[src/int_pkg.sv]
// int_pkg: shared Q8.8 fixed-point, ray, triangle and pipeline types for the intersection unit
`default_nettype none

package int_pkg;

  // signed Q8.8, one is 256
  typedef logic signed [15:0] fix_t;

  localparam fix_t FIX_ONE = 16'sd256;

  // pipeline latencies in cycles
  localparam int PRIME_LAT = 2;
  localparam int TUV_LAT   = 2;
  localparam int MATH_LAT  = PRIME_LAT + TUV_LAT;
  // plus the output register in hit_select
  localparam int INT_LAT   = MATH_LAT + 1;

  typedef struct packed {
    fix_t x;
    fix_t y;
    fix_t z;
  } vec3_t;

  typedef struct packed {
    vec3_t      origin;
    vec3_t      dir;
    fix_t       t_max;
    logic [7:0] ray_id;
  } ray_t;

  // m[row][col], col 3 is the translation
  typedef struct packed {
    fix_t [2:0][3:0] m;
    logic [15:0]     tri_id;
  } int_cacheline_t;

  // ray in unit triangle space
  typedef struct packed {
    vec3_t originp;
    vec3_t dirp;
  } prime_t;

  typedef struct packed {
    fix_t u;
    fix_t v;
  } bari_uv_t;

  typedef struct packed {
    fix_t     t;
    logic     t_valid;
    logic     bari_hit;
    bari_uv_t uv;
  } tuv_t;

  // rides beside the math
  typedef struct packed {
    ray_t        ray;
    logic [15:0] tri0_id;
    logic [15:0] tri1_id;
  } int_pipe_t;

  typedef struct packed {
    logic [15:0] tri_id;
    fix_t        t_int;
    vec3_t       p_int;
    bari_uv_t    uv;
  } intersection_t;

  typedef enum logic [1:0] {
    SEL_NONE,
    SEL_TRI0,
    SEL_TRI1
  } hit_sel_e;

  // 32 bit product, arithmetic shift by 8, keep low 16 bits
  function automatic fix_t fix_mul(input fix_t a, input fix_t b);
    logic signed [31:0] prod;
    logic signed [31:0] shifted;
    prod    = a * b;
    shifted = prod >>> 8;
    return shifted[15:0];
  endfunction

endpackage

`default_nettype wire

[src/tuv_calc.sv]
// tuv_calc: two-stage hit distance, barycentric u and v, and unit triangle inside test
`timescale 1ns/10ps
`default_nettype none

module tuv_calc (
  input  logic            clk,
  input  logic            rst,
  input  int_pkg::prime_t prime_in,
  input  int_pkg::fix_t   t_max,
  output int_pkg::tuv_t   tuv_out
);
  import int_pkg::*;

  // stage one comb
  fix_t               neg_oz;
  logic signed [23:0] num;
  logic signed [23:0] quot;
  logic               dz_nonzero;
  fix_t               t_c;
  logic               t_valid_c;
  // stage one registers
  fix_t               t_q;
  logic               t_valid_q;
  fix_t               ox_q;
  fix_t               oy_q;
  fix_t               dx_q;
  fix_t               dy_q;
  // stage two comb
  fix_t               u_c;
  fix_t               v_c;
  fix_t               uv_sum;
  logic               inside_c;

  // plane z = 0 crossing, t = -oz / dz in Q8.8
  always_comb begin
    // negate wraps at 16 bits
    neg_oz     = -prime_in.originp.z;
    num        = {neg_oz, 8'h00};
    dz_nonzero = (prime_in.dirp.z != 16'sd0);
    // signed divide truncates toward zero, guard the zero divisor
    if (dz_nonzero) begin
      quot = num / prime_in.dirp.z;
    end else begin
      quot = '0;
    end
    t_c       = quot[15:0];
    t_valid_c = dz_nonzero && (t_c > 16'sd0) && (t_c < t_max);
  end

  always_ff @(posedge clk) begin
    if (rst) begin
      t_valid_q <= 1'b0;
    end else begin
      t_valid_q <= t_valid_c;
    end
  end

  // x and y ride along for the projection
  always_ff @(posedge clk) begin
    t_q  <= t_c;
    ox_q <= prime_in.originp.x;
    oy_q <= prime_in.originp.y;
    dx_q <= prime_in.dirp.x;
    dy_q <= prime_in.dirp.y;
  end

  // hit point in the unit triangle plane
  always_comb begin
    u_c      = ox_q + fix_mul(t_q, dx_q);
    v_c      = oy_q + fix_mul(t_q, dy_q);
    // sum wraps at 16 bits like every other sum
    uv_sum   = u_c + v_c;
    inside_c = (u_c >= 16'sd0) && (v_c >= 16'sd0) && (uv_sum <= FIX_ONE);
  end

  // stage two
  always_ff @(posedge clk) begin
    if (rst) begin
      tuv_out <= '0;
    end else begin
      tuv_out.t        <= t_q;
      tuv_out.t_valid  <= t_valid_q;
      tuv_out.bari_hit <= inside_c;
      tuv_out.uv.u     <= u_c;
      tuv_out.uv.v     <= v_c;
    end
  end

endmodule

`default_nettype wire

[config.mk]
export PLATFORM = sky130hd
export DESIGN_NAME = tuv_calc
export DESIGN_NICKNAME = d
export VERILOG_FILES = /design/src/int_pkg.sv /design/src/tuv_calc.sv
export SDC_FILE = /design/constraint.sdc
export NUM_CORES = 2
export LEC_CHECK = 0
export ABC_AREA = 1
export BUFFER_PORTS_ARGS = -buffer_cell sky130_fd_sc_hd__buf_2
export CAP_MARGIN = 20
export CORE_ASPECT_RATIO = 1.1
export CORE_MARGIN = 2
export CORE_UTILIZATION = 45
export CTS_CLUSTER_SIZE = 12
export DETAILED_ROUTE_END_ITERATION = 8
export HOLD_SLACK_MARGIN = 0.06
export PLACE_DENSITY = 0.63
export SYNTH_ARGS = -nofsm -noshare
export SYNTH_HDL_FRONTEND = slang
export SYNTH_SLANG_ARGS = --single-unit
[constraint.sdc]
create_clock -name clk -period 125.9 [get_ports clk]
set_clock_uncertainty 0.15 [all_clocks]
set_input_delay 12.59 -clock clk [delete_from_list [all_inputs] [get_ports clk]]
set_output_delay 12.59 -clock clk [all_outputs]
set_load 0.02 [all_outputs]
==> qor.csv <==
metric;value;unit
I/O Buffers;163;
CP dominant cell by count;nand2_1;
die height;302;µm
Slew Limit Fails;0;
critical path class;primary input to flop;
antenna diode count;0;
nets;6303;
synthesized area;0.0363;mm²
endpoint class of the critical path;flop;
sequential share of the synthesized area;0.0722;
DP HPWL;78300;µm
Routed WL;96200;µm
RSZ-0062 raised after global routing;false;
synth top area cells;fa_1 21%, ha_1 17%, nand2_1 13%, inv_1 12%, dfxtp_1 7.2%;
dpl cells;6352;
critical-path maximum fanout;34;
initial antenna violation count;4;
FMAX;13.8;MHz
cts bufs inserted;17;
Synth Instances;5215;
largest net degree at the start of global routing;52;
Layout area overhead;6.48;%
wire per inst;15.1;µm
Yosys cell types;74;
I/O pins;164;
vias in the first global route;31400;
core area;0.0802;mm²
CTS resizes;0;
ys flop type;dfxtp_1;
Post-CTS Setup Inserts;0;
drt drc;0;
Non-Filler Instances;6384;
most frequent cells in the layout;1270 x nand2_1, 1164 x inv_1, 496 x ha_1, 376 x fa_1, 255 x a21oi_1;
CTS Hold Bufs;0;
area share of the largest cell type after synthesis;0.207;
status;complete, no violations;
Hold Crit Class;flop to flop;
min Tclk post-route;72.34;ns
CTS tree;yes;
Hold Fails Final Rpt;0;
max-cap violations;0;
width of the die;275;µm
most common cell after layout, fill and taps aside;nand2_1;
post-route ant nets;0;
Final Util;0.482;
RD Place Congestion;0.939;
clk buf depth;2;
gr usage total;0.237;
FP Rows;109;
via/cell ratio;4.97;
clk sinks;131;
startpoint types;primary input;
CP required;126.09;ns
CTS root buffer;clkbuf_16;
EDFF count, synth;0;
via count;31700;
slowest CP cell;clkinv_1;
CTS H-tree depth;4;
Iteration-0 DRC Markers;1833;
period utilization;0.575;
Worst slew margin;0.331;
die area;0.0830;mm²
CP Data Arrival Time;72.54;ns
Yosys top cell by area;fa_1;
Avg Cell Area, Syn;6.96;µm²
async set-reset flop share out of synthesis;0;
setup TNS;0;ns
GR Overflow Total;0;
Slew @ Worst Pin;1.00;ns
first-pass GRT wire length;158000;µm
Synth Register Bits;131;
layout cells sized above 1;0.0910;
CP peak stage delay;0.69;ns
1st-pass router iterations;6;
Worst-path clk slew;0.06;ns
Setup-failing EPs final;0;
Worst-Skew Late Latency;0.46;ns
Initial Util;0.453;
Synthesis Warnings;0;
==> cell usage after synthesis (all sizes together) (45+ instances only) <==
cell type  instances
dfxtp            131
nand2           1327
ha               496
buf               45
or2               46
nand3            188
o21ai            241
fa               376
a21oi            268
xor2             167
clkbuf           102
xnor2            128
nor2             276
inv             1192
==> stage by stage <==
stage / cell area [µm²] / setup slack, ns / hold slack (ns)
floorplan: 36400 / 64.77 / 0.238
global placement: 38100 / 55.13 / 0.258
detailed placement: 38100 / 53.50 / 0.254
CTS: 38700 / 53.84 / 0.263
global route: 38700 / 46.51 / 0.283
finish: 38700 / 53.56 / 0.259
==> path summary, 6_finish.rpt <==
kind                     from           to  slack [ns]  cells past startpoint
setup / recovery  prime_in[0]    t_valid_q       53.56                    421
hold / removal      t_valid_q  tuv_out[33]        0.26                      2
setup reg to reg      dy_q[5]  tuv_out[32]      116.49                     39
hold reg to reg     t_valid_q  tuv_out[33]        0.26                      2
==> final cells by class <==
| type | count | area (µm²) |
|---|---|---|
| Clock buffer | 19 | 443 |
| Clock inverter | 13 | 126 |
| Fill cell | 8168 | 41500 |
| Inverter | 1196 | 4490 |
| Multi-Input combinational cell | 3776 | 28600 |
| Sequential cell | 131 | 2620 |
| Tap cell | 1054 | 1320 |
| Timing Repair Buffer | 195 | 1060 |
==> layer usage <==
layer | track usage | share of wire | vias to the layer above
li1 | - | - | 16100
met1 | 0.316 | 0.46 | 14800
met2 | 0.413 | 0.47 | 719
met3 | 0.0229 | 0.050 | 117
met4 | 0.0601 | 0.022 | 4
met5 | 0 | 0.00024 | -
==> critical path, delay by kind of cell <==
| family | cells | cell delay, ns |
|---|---|---|
| AO/OA/AOI/OAI | 129 | 22.05 |
| AND/OR/NAND/NOR | 222 | 23.24 |
| buffers and inverters | 42 | 5.83 |
| adder cells (fa/ha/maj) | 27 | 8.24 |
| XOR/XNOR | 1 | 0.14 |
==> registers in the layout, summed over array words and instances (netlist names) <==
signal / cells
dx_q: 16
dy_q: 16
ox_q: 16
oy_q: 16
t_q: 16
t_valid_q: 1
tuv_out: 50
==> kinds of logic after synthesis <==
group,count (synthesis),synth area share
compound gates,642,0.108
fa+ha+maj,872,0.378
xor+xnor,295,0.0711
buf+inv,1343,0.144
flops,131,0.0722
mux,4,0.00110
simple gates,1927,0.226
other cells,1,0.000103
Power is left out: the tool's default activity adds up to more than one toggle a clock period on the data nets, which glitch-free logic cannot reach.
