### src/int_pkg.sv
// int_pkg: shared Q8.8 fixed-point, ray, triangle and pipeline types for the intersection unit
`default_nettype none

package int_pkg;

  // signed Q8.8, one is 256
  typedef logic signed [15:0] fix_t;

  localparam fix_t FIX_ONE = 16'sd256;

  // pipeline latencies in cycles
  localparam int PRIME_LAT = 2;
  localparam int TUV_LAT   = 2;
  localparam int MATH_LAT  = PRIME_LAT + TUV_LAT;
  // plus the output register in hit_select
  localparam int INT_LAT   = MATH_LAT + 1;

  typedef struct packed {
    fix_t x;
    fix_t y;
    fix_t z;
  } vec3_t;

  typedef struct packed {
    vec3_t      origin;
    vec3_t      dir;
    fix_t       t_max;
    logic [7:0] ray_id;
  } ray_t;

  // m[row][col], col 3 is the translation
  typedef struct packed {
    fix_t [2:0][3:0] m;
    logic [15:0]     tri_id;
  } int_cacheline_t;

  // ray in unit triangle space
  typedef struct packed {
    vec3_t originp;
    vec3_t dirp;
  } prime_t;

  typedef struct packed {
    fix_t u;
    fix_t v;
  } bari_uv_t;

  typedef struct packed {
    fix_t     t;
    logic     t_valid;
    logic     bari_hit;
    bari_uv_t uv;
  } tuv_t;

  // rides beside the math
  typedef struct packed {
    ray_t        ray;
    logic [15:0] tri0_id;
    logic [15:0] tri1_id;
  } int_pipe_t;

  typedef struct packed {
    logic [15:0] tri_id;
    fix_t        t_int;
    vec3_t       p_int;
    bari_uv_t    uv;
  } intersection_t;

  typedef enum logic [1:0] {
    SEL_NONE,
    SEL_TRI0,
    SEL_TRI1
  } hit_sel_e;

  // 32 bit product, arithmetic shift by 8, keep low 16 bits
  function automatic fix_t fix_mul(input fix_t a, input fix_t b);
    logic signed [31:0] prod;
    logic signed [31:0] shifted;
    prod    = a * b;
    shifted = prod >>> 8;
    return shifted[15:0];
  endfunction

endpackage

`default_nettype wire

### src/hit_select.sv
// hit_select: picks the nearer valid triangle hit and registers the intersection record
`timescale 1ns/10ps
`default_nettype none

module hit_select (
  input  logic                   clk,
  input  logic                   rst,
  input  logic                   valid_in,
  input  int_pkg::tuv_t          tuv0,
  input  int_pkg::tuv_t          tuv1,
  input  int_pkg::int_pipe_t     pipe_in,
  output logic                   valid_out,
  output logic                   hit_out,
  output int_pkg::ray_t          ray_out,
  output int_pkg::intersection_t intersection_out
);
  import int_pkg::*;

  logic          hit0;
  logic          hit1;
  hit_sel_e      sel;
  // winning triangle's fields
  logic [15:0]   id_w;
  fix_t          t_w;
  bari_uv_t      uv_w;
  intersection_t isect_c;

  // classify the ray
  always_comb begin
    hit0 = tuv0.t_valid & tuv0.bari_hit;
    hit1 = tuv1.t_valid & tuv1.bari_hit;
    if (!valid_in) begin
      sel = SEL_NONE;
    end else if (hit0 && hit1) begin
      // nearer wins, tie goes to tri0
      sel = (tuv1.t < tuv0.t) ? SEL_TRI1 : SEL_TRI0;
    end else if (hit0) begin
      sel = SEL_TRI0;
    end else if (hit1) begin
      sel = SEL_TRI1;
    end else begin
      sel = SEL_NONE;
    end
  end

  // mux the winner, then hit point along the ray
  always_comb begin
    case (sel)
      SEL_TRI0: begin
        id_w = pipe_in.tri0_id;
        t_w  = tuv0.t;
        uv_w = tuv0.uv;
      end
      SEL_TRI1: begin
        id_w = pipe_in.tri1_id;
        t_w  = tuv1.t;
        uv_w = tuv1.uv;
      end
      default: begin
        id_w = '0;
        t_w  = '0;
        uv_w = '0;
      end
    endcase
    isect_c.tri_id  = id_w;
    isect_c.t_int   = t_w;
    isect_c.uv      = uv_w;
    isect_c.p_int.x = pipe_in.ray.origin.x + fix_mul(t_w, pipe_in.ray.dir.x);
    isect_c.p_int.y = pipe_in.ray.origin.y + fix_mul(t_w, pipe_in.ray.dir.y);
    isect_c.p_int.z = pipe_in.ray.origin.z + fix_mul(t_w, pipe_in.ray.dir.z);
    // miss gives an all zero record
    if (sel == SEL_NONE) begin
      isect_c = '0;
    end
  end

  always_ff @(posedge clk) begin
    if (rst) begin
      valid_out <= 1'b0;
      hit_out   <= 1'b0;
    end else begin
      valid_out <= valid_in;
      hit_out   <= valid_in && (sel != SEL_NONE);
    end
  end

  // result payload
  always_ff @(posedge clk) begin
    ray_out          <= pipe_in.ray;
    intersection_out <= isect_c;
  end

endmodule

`default_nettype wire

### config.mk
export PLATFORM = sky130hd
export DESIGN_NAME = hit_select
export DESIGN_NICKNAME = d
export VERILOG_FILES = /design/src/int_pkg.sv /design/src/hit_select.sv
export SDC_FILE = /design/constraint.sdc
export NUM_CORES = 2
export LEC_CHECK = 0
export BUFFER_PORTS_ARGS = -buffer_cell sky130_fd_sc_hd__buf_4
export CORE_UTILIZATION = 60
export CTS_BUF_LIST = sky130_fd_sc_hd__clkbuf_4 sky130_fd_sc_hd__clkbuf_8 sky130_fd_sc_hd__clkbuf_16
export CTS_CLUSTER_SIZE = 14
export DETAILED_ROUTE_END_ITERATION = 8
export PLACE_DENSITY = 0.84
export REMOVE_ABC_BUFFERS = 1
export SETUP_SLACK_MARGIN = 0.15
export SKIP_LAST_GASP = 1
export SLEW_MARGIN = 25
export SYNTH_ARGS = -nofsm -noshare
export SYNTH_HDL_FRONTEND = slang
export SYNTH_SLANG_ARGS = --single-unit
### constraint.sdc
create_clock -name clk -period 24.8 [get_ports clk]
set_input_delay 0 -clock clk [delete_from_list [all_inputs] [get_ports clk]]
set_output_delay 0 -clock clk [all_outputs]
set_load 0.02 [all_outputs]
==> flow_summary.ini <==
[timing]
setup_viol = 0
slew_viol_final = 0
fin_crit_sh_pct = 46.9
fin_crit_ns = 11.64
finalHoldViolations = 0
max_freq_mhz = 85.9
hold_slack_ns = 0.0715
worstMarginPinSlew_ns = 0.964
maxSlewHeadroom_pct = 34.1
setup_tns_ns = 0
rsz0062_at_grt = false

[detailed_routing]
num_vias = 24986
wl_met1_um = 31300
drc = 0
avgRoutedWirePerCell_um = 18.4
totalWireLength_um = 85300
top_layer = met4
met3_length_um = 6760
drtIter0Drc = 1396
drt_first_pass_iters = 6
drtAntennaViolNets = 0
vias_per_cell = 5.38
routed-wl-met2_um = 43200

[worst_setup_path]
crit_arrival_ns = 12.10
cp-endpoint = intersection_out[63]
cpPeakStageDelay_ns = 0.68
cp_top_family = adder cells
startpoint_type = input pin
cp-startpoint = tuv0[43]
cp-end-kind = register
crit_top_cell = fa_1
critPathKind = input pin to register
cp_num_cells = 45
crit_slowest_cell = nor2_2
required_ns = 25.26
crit_buf_inv = 7
path_max_fanout = 50

[global_routing]
gr-total-overflow = 0
antenna_found_initial = 2
track_usage_pct = 34.2
grt_start_max_net_pins = 64
grt_pass1_vias = 27240
grt_pass1_wl_um = 137000

[clocking]
path_clk_slew_ns = 0.06
cts_buffer_depth = 3
cts_tree = yes
post_cts_buffers = 0
hold_buffers = 250
cts_buffers = 26
h-tree-depth = 1
cts_root_buf = clkbuf_16
cts.repair.resized = 0
cts_sinks = 234

[floorplan]
rows = 81
start_util_pct = 61.3
core_um2 = 49400
chipWidth_um = 227
dieArea_um2 = 51300
io_pins = 489
dieHeight_um = 227

[synth]
syn_area_um2 = 30300
avgSynthCellArea_um2 = 9.13
async_reset_ff_share_pct = 0
synth_cell_types = 54
ys.flop_type = dfxtp_1
netlist_instances = 3314
synth_edf_count = 0
synth_seq_cells = 234
yosysWarnings = 0
ys_seq_area_share_pct = 15.5

[place]
dpl.hpwl_um = 57900
port_buffers = 488
routabilityCongestion = 0.912

[cells_and_area]
areaGrowthSynthToFinish_pct = 25.4
drive_above_1_share_pct = 14.9
fill_cells = 3243
fin_nets = 5052

[min_path]
hold_path.class = input pin to register

[power]
ir_drop_v = 0.0000526
p_per_area_nw_per_um2 = 37.4
p_leak_uw = 0.0190

[status]
status = complete, no violations

[flow_run]
cap_viol_max_count = 0
-- cell usage after synthesis, types with 14 or more instances --
cell      count  share of area [%]
a21o_1       26               0.65
a21oi_1      48               0.79
a22oi_1      62                1.5
and2_1      308                6.4
buf_1        20               0.25
clkbuf_1    120                1.5
dfxtp_1     234                 15
fa_1        561                 37
ha_1        276                 11
inv_1       747                9.3
nand2_1     383                4.8
nand3_1      14               0.23
nor2_1      186                2.3
nor2b_1      21               0.43
nor3_1       15               0.25
o21a_1       16               0.40
o21ai_0      31               0.51
xnor2_1     109                3.2
xor2_1       32               0.93
-- cell families after synthesis --
group / count (synthesis) / share of synthesized area (%)
AND/OR/NAND/NOR: 972 / 15.3
buffers and inverters: 888 / 11.0
adder cells (fa/ha/maj): 837 / 48.5
AO/OA/AOI/OAI: 241 / 5.52
flip-flops: 234 / 15.5
XOR/XNOR: 141 / 4.08
multiplexers: 1 / 0.0372
-- sequential cells by signal (all words and copies together) (netlist names) --
name              cells
ray_out             120
hit_out               1
valid_out             1
intersection_out    112
-- cells in the final DEF, fill, tap and decap left out, types with 9 or more instances in the layout --
cell and instances:
xnor2_1 109, clkbuf_16 26, dfxtp_1 234, buf_4 509, nor2_2 9, nor2b_1 21, or2_2 11, and2_1 308
a21oi_1 48, nand2_1 383, nand3_1 14, ha_1 273, xor2_1 32, nor3_1 15, a211oi_1 9, o21ai_0 31
fa_1 561, a21o_1 26, dlygate4sd3_1 250, a22oi_1 62, nand2b_1 10, inv_1 747, nor2_1 170, o21a_1 16
-- through the flow --
stage	cell area, um2	utilization, %	total power, uW	setup slack [ns]	std cells
after floorplan	29700	-	758	13.78	3173
after global placement	34500	69.8	927	14.35	4346
after detailed placement	34500	69.8	939	14.08	4346
after CTS	37900	76.8	1410	14.16	4644
after global routing	37900	76.8	1500	12.88	4645
final	37900	76.9	1420	13.16	4646
-- cell type report --
class / count / area [um2] / share of cell area, %
clock inverters: 14 / 224 / 0.590
inverters: 747 / 2800 / 7.39
flip-flops and latches: 234 / 4680 / 12.4
well taps: 664 / 831 / 2.19
multi-input cells: 2192 / 22300 / 58.8
diodes: 2 / 5.00 / 0.0132
repair buffers: 759 / 6320 / 16.7
clock buffers: 34 / 742 / 1.96
-- where the power goes --
group	leakage (uW)	switching, uW	total (uW)	internal (uW)
clock network	0.000483	172	437	265
logic	0.0165	317	573	256
registers	0.00194	8.36	410	401
total	0.0190	497	1420	922
-- routing by layer --
metal	up-vias	global-route usage [%]
met1	12354	40.7
met3	290	5.92
met2	1206	60.4
met4	0	15.6
li1	11136	-
met5	-	0
-- worst min path at each step --
| stage | to | start | slack [ns] | depth (start not counted) |
|---|---|---|---|---|
| after CTS | ray_out[14] | pipe_in[46] | 0.03 | 2 |
| after detailed placement | ray_out[3] | pipe_in[35] | 0.11 | 1 |
| after global placement | ray_out[13] | pipe_in[45] | 0.10 | 1 |
| after floorplan | ray_out[0] | pipe_in[32] | 0.03 | 0 |
| final | ray_out[11] | pipe_in[43] | 0.07 | 2 |
| after global routing | ray_out[15] | pipe_in[47] | 0.06 | 2 |
Note: power is estimated with default switching activity, not from simulation.
