**config.mk**
```make
export PLATFORM = sky130hd
export DESIGN_NAME = delay_line
export DESIGN_NICKNAME = d
export VERILOG_FILES = /design/src/delay_line.sv
export SDC_FILE = /design/constraint.sdc
export NUM_CORES = 1
export LEC_CHECK = 0
export ABC_AREA = 1
export BUFFER_PORTS_ARGS = -buffer_cell sky130_fd_sc_hd__buf_2
export CORE_AREA = 2 2 39 41
export DETAILED_ROUTE_END_ITERATION = 8
export DIE_AREA = 0 0 41 43
export PLACE_DENSITY = 0.65
export SLEW_MARGIN = 20
export SYNTH_ARGS = -nofsm -noshare
export SYNTH_HDL_FRONTEND = slang
export SYNTH_SLANG_ARGS = --single-unit
```
**constraint.sdc**
```tcl
create_clock -name clk -period 0.8 [get_ports clk]
set_input_delay 0.04 -clock clk [delete_from_list [all_inputs] [get_ports clk]]
set_output_delay 0.04 -clock clk [all_outputs]
set_load 0.01 [all_outputs]
```
**src/delay_line.sv**
```systemverilog
// delay_line: fixed latency register chain for data that rides beside the math
`timescale 1ns/10ps
`default_nettype none

module delay_line #(
  parameter int LAT   = 2,
  parameter int WIDTH = 8
) (
  input  logic             clk,
  input  logic             rst,
  input  logic [WIDTH-1:0] data_in,
  output logic [WIDTH-1:0] data_out
);

  // stage[0] is the newest entry
  logic [WIDTH-1:0] stage [LAT];

  always_ff @(posedge clk) begin
    if (rst) begin
      for (int i = 0; i < LAT; i++) begin
        stage[i] <= '0;
      end
    end else begin
      stage[0] <= data_in;
      for (int i = 1; i < LAT; i++) begin
        stage[i] <= stage[i-1];
      end
    end
  end

  assign data_out = stage[LAT-1];

endmodule

`default_nettype wire

```
==> results of run 1 <==
==> report_power, final <==
group / switching, mW / internal, mW / total (mW)
combinational: 0.0509 / 0.0655 / 0.116
clock: 0.206 / 0.174 / 0.380
sequential: 0.00781 / 0.833 / 0.841
total: 0.265 / 1.07 / 1.34
==> layout make-up <==
class	count	area, um2
Clock buffer	3	22.52
Tap cell	16	20.02
Timing Repair Buffer	25	165.2
Multi-Input combinational cell	16	67.56
Fill cell	154	728.2
Sequential cell	16	320.3
Inverter	16	60.06
==> synthesized netlist by cell type <==
cell / instances / area share [%]
dfxtp_1: 16 / 60
buf_8: 1 / 2.8
nor2_1: 13 / 9.1
buf_6: 1 / 2.1
inv_1: 16 / 11
buf_4: 8 / 11
nor2_2: 3 / 3.5
==> routing by layer <==
layer,vias to the layer above,GRT usage (%)
met1,121,9.603
met4,0,6.000
li1,185,-
met5,-,0
met3,2,3.141
met2,12,12.50
==> cells by family (layout without fill, tap and decap cells) <==
| group | after synthesis | after routing | share of synthesized area [%] |
|---|---|---|---|
| buffers and inverters | 26 | 44 | 27.40 |
| flip-flops | 16 | 16 | 59.95 |
| AND/OR/NAND/NOR | 16 | 16 | 12.65 |
==> layout by cell type, fill, tap and decap left out, drive strengths merged <==
cell type / netlist / layout
buf: 10 / 17
dlygate4sd3: 0 / 8
nor2: 16 / 16
inv: 16 / 16
dfxtp: 16 / 16
clkbuf: 0 / 3
==> worst paths after layout <==
check / endpoint / startpoint / slack [ps] / depth (start not counted)
worst max-delay path: data_out[5] / stage[0][13] / 50 / 1
worst min-delay path: stage[0][11] / rst / 120 / 2
worst max register to register: stage[0][11] / stage[0][3] / 310 / 2
worst min register to register: stage[0][9] / stage[0][1] / 400 / 2
==> metrics by stage <==
stage,cells,util [%]
global placement,81,39.96
global route,92,47.38
CTS,92,47.38
finish,92,47.38
floorplan,58,-
detailed placement,81,39.96
==> repair_timing <==
item / in CTS / in global routing
endpoints found under the hold margin: 8 / 0
resized for setup: 0 / 0
hold buffers: 8 / 0
==> impl_results.md, run 1 <==
* First-pass GRT wire length at 979 um
* Crit path time final at 753.8 ps
* Critical Path Source Type: flip-flop
* Lkg Pwr at 0.3534 nW
* Worst hold path class: input pin to flip-flop
* H-tree level count at 1
* Synthesis Warnings at 0
* WL met2 at 305 um
* Maximum vdd drop at 1.062 mV
* Post-Layout Inst Area at 655.6 um2
* Initial antenna violation count at 0
* Pre-CTS setup slack at 251.9 ps
* Final WS setup at 46.24 ps
* IO buf count at 17
* Fmax at 1327 MHz
* Tot GR Track Use at 8.511%
* Final setup violation count at 0
* Max_cap viols at 0
* DP Area at ~550 um2
* Clk sinks at 16
* Overflow after GRT at 0
* Setup TNS at 0 ps
* Final Hold Viols at 0
* Fin Hold WS at 116.6 ps
* Unique masters post-synth at 7
* Cells after Synth at 58
* Number of flip-flops in the largest register at 16
* CORE AREA at 0.001384 mm2
* Fin nets at just under 90
* Data arrival, critical path at 710 ps
* Pins over their slew limit at 0
* Reg with most FFs: stage
* Post-DP HPWL at 416.8 um
* Met3 WL post-DR at 42 um
* Buffers & Inverters on Critical Path at 1
* Routed via count at 320
* Drt drc at 0
* # Post-CTS Setup Buffers at 0
* Delay-heaviest family, CP: flip-flops
* Relative slew margins at 81.40%
* Outcome: complete, no violations
* Die height at 43 um
* Synth Area per Inst at 9.211 um2
* Starting Density at 38.61%
* Post-Route WL at 616 um
* Routed len/inst at 6.696 um
* RSZ-0062 raised after global routing: false
* Clock skew at 0.9528 ps
* Vias in the first global route at ~260
* Initial drt markers at 5
* Ports at 18
* Max incr delay on CP at 330 ps
* Worst-skew pair later-pin latency at roughly 270 ps
* Routed vias/inst at 3.478
* CTS Buf Count at 3
* CP Capture Type: output port
* Post-route ant nets at 0
* # diodes at 0
* Row cnt at 14
* CTS tree: built
* Worst-path maximum fanout at 1
* Top Registers: stage: 16 flops
* P&R area growth vs syn at 22.72%
* Drt pass-1 iters at 4
* Crit-path slowest cell: dfxtp_1
* Critical path type: flip-flop to output port
* Synth Register Bits at 16
* WL met1 at 255 um
* Width of the die at 41 um
* Top sig layer: met4
* Critical path, cell by cell: buf_2
* Sequential share of the synthesized area at 59.95%
* Tot Pwr at 1.337 mW
* Clock buffer depth at 2
* Period utilisation layout at 94.22%
* Worst-Margin Slew at 279.0 ps
* Layout cell share with drive strength beyond 1 at between 30% and 40%
* CTS root buf: clkbuf_4
* Syn Nets at 68
* Last weighted congestion value of the routability-driven placer at between 0.5 and 0.6
* Mapped Area at 534.3 um2
* Clk slew on worst S/H paths at 80 ps
* PD cells at 2039 mW/mm2
* Largest net degree at the start of global routing at 17
* Die area at 0.001763 mm2
* CP Data Required Time at 760 ps
No activity file was read; power rests on OpenSTA's default activity.
==> run 2, diff against run 1 <==
Settings changed: CTS_BUF_LIST set to sky130_fd_sc_hd__clkbuf_8, CTS_CLUSTER_SIZE set to 30.
==> run 2 against run 1 <==
Hold slack lost 110 ps. Die area is the same. Setup slack gained 35 ps. Final cell count shrank 3.3%. Largest power group unchanged.
==> impl_results.md, run 2 (same netlist as run 1, synthesis figures left out) <==
* Width of the die at 41 um (unchanged)
* P&R area growth vs syn at 20.61%
* # diodes at 0 (unchanged)
* Pins over their slew limit at 0 (unchanged)
* Fillers at 151 (-1.9%)
* Tot Pwr at 1.507 mW (+13%)
* Maximum vdd drop at 1.230 mV (+16%)
* Outcome: complete, no violations
* Buffers & Inverters on Critical Path at 1 (unchanged)
* Final Hold Viols at 0 (unchanged)
* Worst hold path class: input pin to flip-flop
* CTS root buf: clkbuf_8
* Lkg Pwr at 0.3487 nW (-1.3%)
* Tot GR Track Use at 8.722% (+0.21 points)
* GR Layer Usage met3 at 4.712% (+1.6 points)
* Die height at 43 um (unchanged)
* Setup TNS at 0 ps (unchanged)
* CTS Buf Count at 3 (unchanged)
* DP Area at 553.0 um2 (unchanged)
* Reg-to-Reg End: stage[0][8]
* Max_cap viols at 0 (unchanged)
* Post-Layout Inst Area at 644.4 um2 (-1.7%)
* Area of the multi-input gates at 67.56 um2 (unchanged)
* H-tree level count at 1 (unchanged)
* Row cnt at 14 (unchanged)
* Largest net degree at the start of global routing at 17 (unchanged)
* CP Depth at 1 (unchanged)
* Clock buffer depth at 2 (unchanged)
* Delay-heaviest family, CP: flip-flops
* Commonest non-fill, non-tap cell in the layout: buf_2
* Worst reg2reg startpoint: stage[0][0]
* Overflow after GRT at 0 (unchanged)
* Critical Path Source Type: flip-flop
* Fin nets at 85 (-3.4%)
* Max incr delay on CP at 320 ps (about the same)
* Ports at 18 (unchanged)
* Routed via count at 313 (-2.2%)
* Met2 GRT Util at 12.50% (unchanged)
* Relative slew margins at 81.19% (-0.21 points)
* Reg with most FFs: stage
* Drt drc at 0 (unchanged)
* Initial antenna violation count at 0 (unchanged)
* Busiest layer in global routing: met2
* Reg2reg path depth at 2 (unchanged)
* Number of flip-flops in the largest register at 16 (unchanged)
* Pre-CTS setup slack at 251.9 ps (unchanged)
* First-pass GRT wire length at 917 um (-6.3%)
* CP Capture Point: data_out[5]
* Drt pass-1 iters at 2 (-2)
* Crit-path slowest cell: dfxtp_1
* Clk sinks at 16 (unchanged)
* Worst-skew pair later-pin latency at 240 ps (-30 ps)
* Top Registers: stage: 16 flops
* Final WS setup at 80.80 ps (+34.55 ps)
* Last weighted congestion value of the routability-driven placer at 0.5633 (unchanged)
* CP Capture Type: output port
* Finished Core Util at 46.56% (-0.81 points)
* Final setup violation count at 0 (unchanged)
* Worst-Margin Slew at 282.1 ps (+3.088 ps)
* PostCTS Resize Cnt at 0 (unchanged)
* Clk slew on worst S/H paths at 50 ps (-30 ps)
* CP Data Required Time at 760 ps (about the same)
* # Post-CTS Setup Buffers at 0 (unchanged)
* Die area at 0.001763 mm2 (unchanged)
* Layout cell share with drive strength beyond 1 at 31.51% (+1.2 points)
* CORE AREA at 0.001384 mm2 (unchanged)
* Vias in the first global route at 249 (-5.0%)
* Worst-path maximum fanout at 1 (unchanged)
* PD cells at 2338 mW/mm2 (+15%)
* Post-Route WL at 615 um (-0.16%)
* GR Util met1 at 7.309% (-2.3 points)
* Crit path time final at 719.2 ps (-34.55 ps)
* Routed vias/inst at 3.517 (+1.1%)
* Flop-to-flop setup slack at 310 ps (about the same)
* Clock skew at 1.872 ps (+0.9190 ps)
* Post-DP HPWL at 416.8 um (unchanged)
* Initial drt markers at 1 (-4)
* Critical path, cell by cell: buf_2
* Post-route ant nets at 0 (unchanged)
* IO buf count at 17 (unchanged)
* Critical path type: flip-flop to output port
* Fmax at 1390 MHz (+4.8%)
* Critical Path Source: stage[0][13]
* Starting Density at 38.61% (unchanged)
* Register Area at 320.3 um2 (unchanged)
* Routed len/inst at 6.910 um (+3.2%)
* Period utilisation layout at 89.90% (-4.3 points)
* CTS tree: built
* RSZ-0062 raised after global routing: false
* Data arrival, critical path at 680 ps (-30 ps)
* Most frequent cells in the layout: buf_2 (17), inv_1 (16), dfxtp_1 (16)
==> run 2: changes by cell type in the layout (fill, tap and decap cells not counted) <==
cell           change
clkbuf_8           +3
clkbuf_4           -3
dlygate4sd3_1      -3
==> run 2: tightest hold or removal path, delay by kind of cell <==
| family | cells | cell delay (ps) |
|---|---|---|
| buf+inv | 2 | 100 |
| simple gates | 1 | 60 |
==> run 2: worst min-delay path by stage <==
stage                     startpoint          end  slack (ps)  cells after the start
after global placement    data_in[7]  stage[0][7]         240                      3
after global routing      data_in[4]  stage[0][4]          10                      3
final                     data_in[6]  stage[0][6]           2                      3
after floorplan           data_in[0]  stage[0][0]         150                      2
after detailed placement  data_in[5]  stage[0][5]         240                      3
after CTS                 data_in[6]  stage[0][6]           3                      3
==> run 2: where the power goes <==
| part | internal, mW | switching [mW] |
|---|---|---|
| Combinational | 0.0560 | 0.0494 |
| Sequential | 0.835 | 0.00806 |
| Clock | 0.332 | 0.226 |
| Total | 1.22 | 0.284 |
==> run 2: metrics by stage <==
stage | hold WS (ps) | cells
after CTS | 2.696 | 89
after detailed placement | 245.0 | 81
after floorplan | 147.0 | 58
after global placement | 238.9 | 81
final | 2.394 | 89
after global routing | 11.72 | 89
==> run 2: final cells by class <==
class	instances	share of cell area, %
Multi-Input combinational cell	16	10.49
Tap cell	16	3.107
Inverter	16	9.320
Clock buffer	3	6.408
Sequential cell	16	49.71
Timing Repair Buffer	22	20.97
==> run 2: layer usage <==
layer	up-vias	part of all wire [%]
li1	178	-
met1	121	37
met2	12	54
met3	2	6.8
met4	0	1.6
met5	-	0
==> run 2: what timing repair did <==
action | in CTS | in global routing
endpoints found under the hold margin | 5 | 0
setup endpoints to repair | 0 | 0
hold buffers | 5 | 0
==> run 3, diff against run 2 <==
Settings changed: CORE_AREA 2 2 39 41 to unset, CORE_MARGIN set to 2, CORE_UTILIZATION set to 30, DIE_AREA 0 0 41 43 to unset, PLACE_DENSITY 0.65 to 0.51.
==> run 3 against run 2 <==
The flow now finishes with violations (negative hold slack). Core utilization fell by 6.2 points. Sequential power barely moved. Maximum frequency rose by 1.8%. Via count rose by 6.7%. Non-clock buffer count rose by 2. Design area rose by 7.0%. Setup slack improved by 13 ps. Wire length rose by 5.0%. Clock power rose by 24%. Final cell count rose by 13%. Hold slack got worse by 3.0 ps. Global-route usage fell by 1.6 points. Critical path type unchanged. Largest power group unchanged. Highest routed layer is now met3.
==> impl_results.md, run 3 (same netlist as run 1, synthesis figures left out) <==
* # diodes at 0 (unchanged)
* Post-route ant nets at 0 (unchanged)
* Fin Hold WS at -0.5919 ps (-2.986 ps)
* Outcome: complete, but fails checks
* Area of the multi-input gates at 67.56 um2 (unchanged)
* CTS tree: built
* Drt pass-1 iters at 4 (+2)
* Clock skew at 0.7537 ps (-1.118 ps)
* Max incr delay on CP at 310 ps (about the same)
* Die area at 0.002134 mm2 (+21%)
* Most frequent cells in the layout: buf_2 (17), inv_1 (16), dfxtp_1 (16)
* First-pass GRT wire length at 959 um (+4.6%)
* Fillers at 186 (+23%)
* CTS root buf: clkbuf_8
* DP Area at 564.3 um2 (+2.0%)
* Routed via count at 334 (+6.7%)
* Setup TNS at 0 ps (unchanged)
* Pins over their slew limit at 0 (unchanged)
* Tot GR Track Use at 7.154% (-1.6 points)
* Top Registers: stage: 16 flops
* Failing checks: negative hold slack
* Critical Path Source Type: flip-flop
* Worst-path maximum fanout at 1 (unchanged)
* Final setup violation count at 0 (unchanged)
* RSZ-0062 raised after global routing: false
* Routed vias/inst at 3.307 (-6.0%)
* Fin nets at 87 (+2.4%)
* Fmax at 1415 MHz (+1.8%)
* Width of the die at 46.20 um (+13%)
* Routed len/inst at 6.396 um (-7.4%)
* Row cnt at 15 (+1)
* CORE AREA at 0.001708 mm2 (+23%)
* IO buf count at 17 (unchanged)
* Clock buffer depth at 2 (unchanged)
* Max_cap viols at 0 (unchanged)
* Vias in the first global route at 273 (+9.6%)
* Initial antenna violation count at 0 (unchanged)
* Critical path type: flip-flop to output port
* Critical path, cell by cell: buf_2
* Register Area at 320.3 um2 (unchanged)
* Lkg Pwr at 0.3642 nW (+4.5%)
* Largest net degree at the start of global routing at 17 (unchanged)
* Number of flip-flops in the largest register at 16 (unchanged)
* Worst-Margin Slew at 285.6 ps (+3.553 ps)
* Drt drc at 0 (unchanged)
* Reg with most FFs: stage
* Relative slew margins at 80.96% (-0.24 points)
* Initial drt markers at 5 (+4)
* Data arrival, critical path at 670 ps (about the same)
* Buffers & Inverters on Critical Path at 1 (unchanged)
* Final Hold Viols at 1 (+1)
* H-tree level count at 1 (unchanged)
* Post-Route WL at 646 um (+5.0%)
* Crit path time final at 706.6 ps (-12.58 ps)
* Non-Filler Instances at 101 (+13%)
* Commonest non-fill, non-tap cell in the layout: buf_2
* CP Data Required Time at 760 ps (about the same)
* PD cells at 2390 mW/mm2 (+2.2%)
* Clk sinks at 16 (unchanged)
* Crit-path slowest cell: dfxtp_1
* Last weighted congestion value of the routability-driven placer at 0.6291 (+12%)
* Worst-skew pair later-pin latency at 240 ps (about the same)
* Die height at 46.20 um (+7.4%)
* P&R area growth vs syn at 29.04%
* Overflow after GRT at 0 (unchanged)
* # Post-CTS Setup Buffers at 0 (unchanged)
* Maximum vdd drop at 1.409 mV (+15%)
* Delay-heaviest family, CP: flip-flops
* Post-Layout Inst Area at 689.4 um2 (+7.0%)
* Period utilisation layout at 88.33% (-1.6 points)
* Layout cell share with drive strength beyond 1 at 31.58% (+0.072 points)
* CTS Buf Count at 3 (unchanged)
* Clk slew on worst S/H paths at 60 ps (about the same)
* Starting Density at 31.28% (-7.3 points)
* Worst hold path class: input pin to flip-flop
* Ports at 18 (unchanged)
* Post-DP HPWL at 393.5 um (-5.6%)
* Placed Instances at 90 (+11%)
* CP Capture Type: output port
run 3: cell types whose count changed in the layout (fill, tap and decap cells not counted):
| cell | delta |
|---|---|
| dlygate4sd3_1 | +2 |
| clkbuf_8 | +1 |
run 3: path summary, 6_finish.rpt:
path              depth (start not counted)    startpoint            to  slack (ps)
hold reg to reg                           2   stage[0][7]  stage[0][15]         400
setup reg to reg                          2   stage[0][3]  stage[0][11]         310
setup / recovery                          1  stage[0][11]   data_out[3]          90
hold / removal                            3    data_in[0]   stage[0][0]        -0.6
run 3: what timing repair did:
| action | CTS | global route |
|---|---|---|
| resized for setup | 0 | 0 |
| endpoints found under the hold margin | 7 | 0 |
| hold buffers | 7 | 0 |
run 3: stage by stage:
stage	utilization (%)	power, mW	setup slack [ps]	hold slack (ps)
final	40.37	1.648	93.38	-0.5919
after global placement	33.04	0.9463	280.2	240.7
after global routing	40.37	1.735	29.66	11.86
after floorplan	-	0.9412	339.0	147.0
after detailed placement	33.04	0.9488	263.8	247.1
after CTS	40.37	1.667	82.48	1.767
run 3: metal layers:
layer	share of wire (%)	track usage (%)
met2	52	11.39
met4	0	3.429
met5	0	0
met1	38	5.728
met3	9.9	7.059
run 3: where the power goes:
part,internal (mW),switching [mW]
clock network,0.436,0.257
registers,0.834,0.00742
logic,0.0624,0.0515
run 3: layout make-up:
type	instances	area share, %
Tap cell	25	4.537
Timing Repair Buffer	24	22.50
Sequential cell	16	46.46
Multi-Input combinational cell	16	9.800
Inverter	16	8.711
Clock buffer	4	7.985
